File: src/source/phold_pkg.sv
`default_nettype none

package phold_pkg;

   // logical process id, 64 processes
   localparam int LP_W = 6;

   // event timestamp
   localparam int TIME_W = 16;

   // statistic counters
   localparam int CNT_W = 32;

   // one scheduled event, 23 bits
   typedef struct packed {
      logic              is_anti;
      logic [LP_W-1:0]   lp;
      logic [TIME_W-1:0] ts;
   } event_t;

   // run phases of the scheduler
   typedef enum logic [2:0] {
      RS_IDLE     = 3'd0,
      RS_INIT     = 3'd1,
      RS_READY    = 3'd2,
      RS_RUNNING  = 3'd3,
      RS_FINISHED = 3'd4
   } run_state_t;

endpackage

`default_nettype wire

File: src/source/run_control.sv
`timescale 1ns/10ps
`default_nettype none

module run_control
   import phold_pkg::*;
(
   input  wire logic              clk,
   input  wire logic              rst_n,
   input  wire logic [TIME_W-1:0] sim_end,
   input  wire logic              init_done,
   input  wire logic [TIME_W-1:0] gvt,
   output run_state_t             state,
   output logic                   rtn_vld,
   output logic [CNT_W-1:0]       total_cycles
);

   run_state_t state_nxt;
   logic       sim_over;

   // end of simulation once gvt passes the configured limit
   assign sim_over = (gvt > sim_end);

   always_comb begin
      state_nxt = state;
      case (state)
         RS_IDLE: begin
            state_nxt = RS_INIT;
         end
         RS_INIT: begin
            if (init_done) begin
               state_nxt = RS_READY;
            end
         end
         RS_READY: begin
            state_nxt = RS_RUNNING;
         end
         RS_RUNNING: begin
            if (sim_over) begin
               state_nxt = RS_FINISHED;
            end
         end
         // finished is held until the next reset
         RS_FINISHED: begin
            state_nxt = RS_FINISHED;
         end
         default: begin
            state_nxt = RS_IDLE;
         end
      endcase
   end

   always_ff @(posedge clk or negedge rst_n) begin
      if (!rst_n) begin
         state   <= RS_IDLE;
         rtn_vld <= 1'b0;
      end else begin
         state   <= state_nxt;
         // single pulse on the way into finished
         rtn_vld <= (state == RS_RUNNING) && sim_over;
      end
   end

   // cycles spent running
   always_ff @(posedge clk or negedge rst_n) begin
      if (!rst_n) begin
         total_cycles <= '0;
      end else if (state == RS_RUNNING) begin
         total_cycles <= total_cycles + 1'b1;
      end
   end

endmodule

`default_nettype wire

File: src/source/event_intake.sv
`timescale 1ns/10ps
`default_nettype none

module event_intake
   import phold_pkg::*;
(
   input  wire logic            clk,
   input  wire logic            rst_n,
   input  wire run_state_t      state,
   input  wire logic [7:0]      num_init_events,
   input  wire logic [LP_W-1:0] lp_mask,
   input  wire logic            ret_vld,
   input  wire event_t          ret_evt,
   input  wire logic            push_ack,
   output logic                 ret_ack,
   output logic                 push_req,
   output event_t               push_evt,
   output logic                 init_done
);

   logic   [7:0] init_cnt;
   logic         in_init;
   logic         in_run;
   logic         ret_null;
   logic         init_last;
   event_t       init_evt;

   assign in_init = (state == RS_INIT);
   assign in_run  = (state == RS_RUNNING);

   // null message: anti flag with lp and ts both zero
   assign ret_null = ret_evt.is_anti && (ret_evt.lp == '0) && (ret_evt.ts == '0);

   // initial event i goes to lp (i & lp_mask) at time 0
   assign init_evt.is_anti = 1'b0;
   assign init_evt.lp      = init_cnt[LP_W-1:0] & lp_mask;
   assign init_evt.ts      = '0;

   assign init_last = (init_cnt + 8'd1 == num_init_events);

   assign push_req = (in_init && (init_cnt < num_init_events)) ||
                     (in_run && ret_vld && !ret_null);
   assign push_evt = in_init ? init_evt : ret_evt;

   // nulls are taken at once, real events only with the queue's ack
   assign ret_ack = in_run && ret_vld && (ret_null || push_ack);

   assign init_done = in_init && ((push_ack && init_last) || (num_init_events == 8'd0));

   always_ff @(posedge clk or negedge rst_n) begin
      if (!rst_n) begin
         init_cnt <= '0;
      end else if (!in_init) begin
         init_cnt <= '0;
      end else if (push_ack) begin
         init_cnt <= init_cnt + 8'd1;
      end
   end

endmodule

`default_nettype wire

File: src/source/event_queue.sv
`timescale 1ns/10ps
`default_nettype none

module event_queue
   import phold_pkg::*;
#(
   parameter int QUEUE_DEPTH = 16
) (
   input  wire logic   clk,
   input  wire logic   rst_n,
   input  wire logic   push_req,
   input  wire event_t push_evt,
   input  wire logic   pop_req,
   output logic        push_ack,
   output logic        pop_ack,
   output event_t      head,
   output logic        empty,
   output logic        full
);

   event_t                 entry [QUEUE_DEPTH];
   event_t                 shift_src [QUEUE_DEPTH];
   event_t                 pop_src [QUEUE_DEPTH];
   logic [QUEUE_DEPTH-1:0] vld;
   logic [QUEUE_DEPTH-1:0] keep;
   logic [TIME_W:0]        new_key;
   logic                   busy;

   // sort key: ts first, anti-messages ahead of positive ones at equal ts
   function automatic logic [TIME_W:0] sort_key(input event_t e);
      sort_key = {e.ts, ~e.is_anti};
   endfunction

   assign new_key = sort_key(push_evt);

   // one operation per two cycles, push has priority
   assign push_ack = push_req && !busy && !full;
   assign pop_ack  = pop_req && !busy && !empty && !push_ack;

   assign head  = entry[0];
   assign empty = !vld[0];
   assign full  = vld[QUEUE_DEPTH-1];

   for (genvar i = 0; i < QUEUE_DEPTH; i++) begin : g_entry
      // equal keys stay ahead of the newcomer
      assign keep[i] = vld[i] && (sort_key(entry[i]) <= new_key);

      if (i == 0) begin : g_first
         assign shift_src[i] = push_evt;
      end else begin : g_shift
         // newcomer lands right after the last kept entry
         assign shift_src[i] = keep[i-1] ? push_evt : entry[i-1];
      end

      if (i == QUEUE_DEPTH - 1) begin : g_last
         assign pop_src[i] = entry[i];
      end else begin : g_pull
         assign pop_src[i] = entry[i+1];
      end

      always_ff @(posedge clk) begin
         if (push_ack) begin
            // insert at the first slot past the kept ones, shift the rest up
            if (!keep[i]) begin
               entry[i] <= shift_src[i];
            end
         end else if (pop_ack) begin
            entry[i] <= pop_src[i];
         end
      end
   end

   // occupancy as a thermometer code
   always_ff @(posedge clk or negedge rst_n) begin
      if (!rst_n) begin
         vld  <= '0;
         busy <= 1'b0;
      end else begin
         busy <= push_ack || pop_ack;
         if (push_ack) begin
            vld <= {vld[QUEUE_DEPTH-2:0], 1'b1};
         end else if (pop_ack) begin
            vld <= {1'b0, vld[QUEUE_DEPTH-1:1]};
         end
      end
   end

endmodule

`default_nettype wire

File: src/source/event_dispatch.sv
`timescale 1ns/10ps
`default_nettype none

module event_dispatch
   import phold_pkg::*;
(
   input  wire logic        clk,
   input  wire logic        rst_n,
   input  wire run_state_t  state,
   input  wire logic        disp_ready,
   input  wire logic        pop_ack,
   input  wire event_t      head,
   input  wire logic        empty,
   output logic             pop_req,
   output logic             disp_vld,
   output event_t           disp_evt,
   output logic [TIME_W-1:0] gvt,
   output logic [CNT_W-1:0] total_events,
   output logic [CNT_W-1:0] total_antimsg
);

   logic gvt_raise;

   // ask only while running and some core can take an event
   assign pop_req = (state == RS_RUNNING) && disp_ready && !empty;

   // anti-messages never move gvt forward
   assign gvt_raise = pop_ack && !head.is_anti && (head.ts > gvt);

   always_ff @(posedge clk or negedge rst_n) begin
      if (!rst_n) begin
         disp_vld <= 1'b0;
      end else begin
         disp_vld <= pop_ack;
      end
   end

   // popped head, valid with disp_vld
   always_ff @(posedge clk) begin
      if (pop_ack) begin
         disp_evt <= head;
      end
   end

   always_ff @(posedge clk or negedge rst_n) begin
      if (!rst_n) begin
         gvt <= '0;
      end else if (gvt_raise) begin
         gvt <= head.ts;
      end
   end

   // dispatch statistics
   always_ff @(posedge clk or negedge rst_n) begin
      if (!rst_n) begin
         total_events  <= '0;
         total_antimsg <= '0;
      end else if (pop_ack) begin
         total_events <= total_events + 1'b1;
         if (head.is_anti) begin
            total_antimsg <= total_antimsg + 1'b1;
         end
      end
   end

endmodule

`default_nettype wire

File: src/source/phold_scheduler.sv
`timescale 1ns/10ps
`default_nettype none

module phold_scheduler
   import phold_pkg::*;
#(
   parameter int QUEUE_DEPTH = 16
) (
   input  wire logic              clk,
   input  wire logic              rst_n,
   input  wire logic [TIME_W-1:0] sim_end,
   input  wire logic [7:0]        num_init_events,
   input  wire logic [LP_W-1:0]   lp_mask,
   input  wire logic              ret_vld,
   input  wire event_t            ret_evt,
   output logic                   ret_ack,
   input  wire logic              disp_ready,
   output logic                   disp_vld,
   output event_t                 disp_evt,
   output logic [TIME_W-1:0]      gvt,
   output logic                   rtn_vld,
   output logic [CNT_W-1:0]       total_cycles,
   output logic [CNT_W-1:0]       total_events,
   output logic [CNT_W-1:0]       total_antimsg
);

   run_state_t state;
   logic       init_done;
   logic       push_req;
   event_t     push_evt;
   logic       push_ack;
   logic       pop_req;
   logic       pop_ack;
   event_t     head;
   logic       empty;

   run_control run_control_i (
      .clk          (clk),
      .rst_n        (rst_n),
      .sim_end      (sim_end),
      .init_done    (init_done),
      .gvt          (gvt),
      .state        (state),
      .rtn_vld      (rtn_vld),
      .total_cycles (total_cycles)
   );

   // producer side of the queue
   event_intake event_intake_i (
      .clk             (clk),
      .rst_n           (rst_n),
      .state           (state),
      .num_init_events (num_init_events),
      .lp_mask         (lp_mask),
      .ret_vld         (ret_vld),
      .ret_evt         (ret_evt),
      .push_ack        (push_ack),
      .ret_ack         (ret_ack),
      .push_req        (push_req),
      .push_evt        (push_evt),
      .init_done       (init_done)
   );

   event_queue #(
      .QUEUE_DEPTH (QUEUE_DEPTH)
   ) event_queue_i (
      .clk      (clk),
      .rst_n    (rst_n),
      .push_req (push_req),
      .push_evt (push_evt),
      .pop_req  (pop_req),
      .push_ack (push_ack),
      .pop_ack  (pop_ack),
      .head     (head),
      .empty    (empty),
      .full     ()
   );

   // consumer side, toward the cores
   event_dispatch event_dispatch_i (
      .clk           (clk),
      .rst_n         (rst_n),
      .state         (state),
      .disp_ready    (disp_ready),
      .pop_ack       (pop_ack),
      .head          (head),
      .empty         (empty),
      .pop_req       (pop_req),
      .disp_vld      (disp_vld),
      .disp_evt      (disp_evt),
      .gvt           (gvt),
      .total_events  (total_events),
      .total_antimsg (total_antimsg)
   );

endmodule

`default_nettype wire

File: config.mk
export PLATFORM = sky130hd
export DESIGN_NAME = phold_scheduler
export DESIGN_NICKNAME = d
export VERILOG_FILES = /design/src/source/phold_pkg.sv /design/src/source/run_control.sv /design/src/source/event_intake.sv /design/src/source/event_queue.sv /design/src/source/event_dispatch.sv /design/src/source/phold_scheduler.sv
export SDC_FILE = /design/constraint.sdc
export NUM_CORES = 2
export LEC_CHECK = 0
export ABC_AREA = 1
export BUFFER_PORTS_ARGS = -buffer_cell sky130_fd_sc_hd__buf_2
export CAP_MARGIN = 20
export CORE_MARGIN = 2
export CORE_UTILIZATION = 42
export CTS_CLUSTER_SIZE = 12
export DETAILED_ROUTE_END_ITERATION = 7
export GPL_TIMING_DRIVEN = 0
export PLACE_DENSITY = 0.68
export REMOVE_ABC_BUFFERS = 1
export SLEW_MARGIN = 25
export SYNTH_ARGS = -nofsm -noshare
export SYNTH_HDL_FRONTEND = slang
export SYNTH_SLANG_ARGS = --single-unit
export TNS_END_PERCENT = 10
File: constraint.sdc
create_clock -name clk -period 5.5 [get_ports clk]
set_clock_uncertainty 0.2 [all_clocks]
set_input_delay 1.1 -clock clk [delete_from_list [all_inputs] [get_ports clk]]
set_output_delay 1.1 -clock clk [all_outputs]
set_load 0.05 [all_outputs]
==> run metrics <==
run status=finished, final reports clean; area of the multi-input gates=17700 sq um; nature of the critical path startpoint=flop; RSZ-0062 raised after global routing=false; IO buf count=approximately 190; DRC Markers=0; # Post-CTS Setup Buffers=0; number of setup violations in the final report=0; first drt pass iteration count=6; final WL=approximately 100000 microns; Synth Register Bits=about 530; CTS tree=yes; first-pass GRT wire length=between 150000 and 200000 microns; vias per cell=between 5 and 6; Die X=around 300 microns; CTS clk-pin slew, worst paths=~0.060 ns; Iteration-0 DRC Markers=about 3000; H-tree Lvls=2; WP data required=between 5 and 6 ns; Layout area overhead=11.8%; WL/cell=between 15 and 20 microns; largest net degree at the start of global routing=210; share of layout cells above drive strength 1=under 10%; WS Path Type=flop to flop; row cnt=107; Pleak=~19 nW; total clock sinks=around 530; CP Max Fanout=25; GRT busiest layer=met2; Routability Congestion=about 0.95; final hold viol count=0; post-CTS resize count=0; Max Transition Viols Final=0; GRT Overall Usage=23.1%; DP Wirelength=72500 microns; Tmin final=roughly 5.2 ns; met3 Usage GRT=approximately 2.8%; Die Area=a little under 90000 sq um; Tcrit/Tclk final=a little over nine tenths; Worst VDD drop=between 0.0003 and 0.0004 V; relative slew slack=28.3%; total CTS buffers=59; Initial Utilization=~42%; grt ovf=0; synthesized area=roughly 36000 sq um; die height=between 200 and 300 microns; final net count=just over 5000; Worst EP arrival=roughly 5.5 ns; Max-cap violations=0; met1 Track Usage GR=about 30%; Storage cell area=~15000 sq um; Fmax=approximately 190 MHz; sequential area share after synthesis=between 40% and 50%; Worst Hold Class=primary input to async pin; Fin Hold WS=approximately 0.19 ns; Synth Instances=4628; Synth async-reset ratio=about a quarter; Fillers=slightly above 8000; Tightest Pin Transition=~1.1 ns; Ports=195; worst-case reg-to-reg path depth=16; main flop type after synthesis=edfxtp_1; antenna violations before repair=3; Vias=31600; Placeable Area=about 85000 sq um; setup_tns=0 ns; Avg Inst Size Synth=just under 8 sq um; Synth warnings=0; power density over cell area=around 670 nW/um^2; Skew-Pair Late Insertion Delay=about 0.65 ns; Post-synth EDFFs=around 400; CTS Root Cell=clkbuf_16; Post-CTS Hold Buffers=0; grt met2 use=39.0%; post-route ant nets=0; count of cell types in the netlist=about 40; Max Root-Sink Buffers=3; vias in the first global route=29800; Crit. End Element=flop
-- critical path: stages, from the launching register on --
cell and delay (ns):
dfrtp_1 0.42, inv_2 0.09, nand2_1 0.08, nor2_4 0.38, inv_2 0.35, nand2_2 0.58, buf_16 0.24, ha_1 0.26
a21oi_1 0.13, o21ai_0 0.09, a21oi_1 0.17, nand3_1 0.10, nand2_1 0.71, nand2_1 0.81, nand2_1 0.21, nand3_1 0.12
nand2_1 0.09
-- sequential cells by signal (all words and copies together) (netlist names) --
name	count
event_queue_i.busy	1
event_dispatch_i.total_events	32
event_dispatch_i.total_antimsg	32
run_control_i.rtn_vld	1
event_dispatch_i.disp_vld	1
event_intake_i.init_cnt	8
event_queue_i.entry	368
event_dispatch_i.disp_evt	23
event_queue_i.vld	16
run_control_i.total_cycles	32
event_dispatch_i.gvt	16
run_control_i.state	3
-- Yosys cell counts, types with 4 or more instances --
library cell | count | area (sq um)
nand2_1 | 1605 | 6020
nand3_1 | 734 | 3670
inv_1 | 534 | 2000
edfxtp_1 | 391 | 11700
ha_1 | 299 | 3740
nor2_1 | 158 | 593
dfrtp_1 | 142 | 3550
o21ai_0 | 132 | 661
a21oi_1 | 126 | 631
clkbuf_1 | 89 | 334
xor2_1 | 61 | 534
nor3_1 | 53 | 265
nand4_1 | 48 | 300
buf_2 | 40 | 200
buf_6 | 36 | 405
buf_1 | 29 | 109
buf_4 | 29 | 218
xnor2_1 | 25 | 219
a31oi_1 | 16 | 100
o221ai_1 | 13 | 114
o21a_1 | 10 | 75.1
nor4_1 | 9 | 56.3
nand3b_1 | 7 | 52.6
o21bai_1 | 7 | 52.6
o22ai_1 | 5 | 31.3
and2_1 | 4 | 25.0
inv_2 | 4 | 15.0
nor3b_1 | 4 | 30.0
-- layout by cell type (no fill, tap or decap), drive strengths merged, types with 4 or more instances in the layout --
| master | synthesis | final |
|---|---|---|
| ha | 299 | 299 |
| a21oi | 126 | 126 |
| o21bai | 7 | 7 |
| clkinv | 0 | 30 |
| nand2 | 1607 | 1607 |
| nand3b | 7 | 7 |
| buf | 134 | 231 |
| nand3 | 736 | 736 |
| clkbuf | 89 | 77 |
| nor3 | 53 | 53 |
| nor4 | 11 | 11 |
| edfxtp | 391 | 391 |
| a31oi | 16 | 16 |
| o21a | 10 | 10 |
| o22ai | 5 | 5 |
| and2 | 4 | 4 |
| inv | 539 | 542 |
| nor2 | 160 | 160 |
| nand4 | 48 | 48 |
| xnor2 | 25 | 25 |
| o221ai | 13 | 13 |
| dfrtp | 142 | 142 |
| nor3b | 4 | 4 |
| o21ai | 132 | 132 |
| xor2 | 61 | 61 |
| diode | 0 | 4 |
-- routing by layer --
| layer | wire length, microns | share of wire [%] | up-vias |
|---|---|---|---|
| met4 | 3610 | 3.5 | 0 |
| met1 | 43800 | 43 | 14900 |
| met2 | 49300 | 48 | 1091 |
| met5 | 0 | 0 | - |
| li1 | - | - | 15400 |
| met3 | 6180 | 6.0 | 217 |
-- cell families (layout without fill, tap and decap cells) --
group	after synthesis	in the layout	synth area share, %
other cells	0	4	0
buf+inv	762	881	9.16
simple gates	2634	2634	31.0
flops	533	533	42.6
xor+xnor	86	86	2.10
fa+ha+maj	299	299	10.4
compound gates	314	314	4.74
-- stage by stage --
step | setup slack [ns] | std cells | util [%] | area, sq um | total power, W
floorplan | -1.99 | 4405 | - | 34700 | 0.0180
global placement | -5.82 | 5743 | 43.6 | 37100 | 0.0220
detailed placement | 0.180 | 5780 | 45.2 | 38400 | 0.0232
CTS | 0.113 | 5891 | 47.2 | 40100 | 0.0270
global route | 0.0231 | 5894 | 47.3 | 40200 | 0.0293
finish | 0.301 | 5895 | 47.3 | 40200 | 0.0271
-- worst paths after layout --
path | start | endpoint | slack, ns
worst max-delay path | run_control_i.state[2] | event_queue_i.entry[0][96] | 0.30
worst min-delay path | rst_n | event_dispatch_i.total_antimsg[30] | 0.19
worst max register to register | run_control_i.state[2] | event_queue_i.entry[0][96] | 0.30
worst min register to register | run_control_i.total_cycles[31] | run_control_i.total_cycles[31] | 0.27
max in group asynchronous | rst_n | event_queue_i.vld[9] | 4.09
min in group clk | run_control_i.total_cycles[31] | run_control_i.total_cycles[31] | 0.27
-- power breakdown --
group	leakage (nW)	switching, W	internal (W)
sequential	5.48	0.00199	0.00734
clock	0.869	0.00173	0.00203
combinational	13.0	0.00937	0.00459
-- layout make-up --
cell class / instances / share of cell area, %
clock buffer: 77 / 3.87
sequential: 533 / 38.1
antenna: 4 / 0.0249
multi-input combinational: 3333 / 44.0
timing repair buffer: 231 / 4.91
tap: 1144 / 3.56
inverter: 539 / 5.08
clock inverter: 34 / 0.483
(Power assumes the default switching activity.)
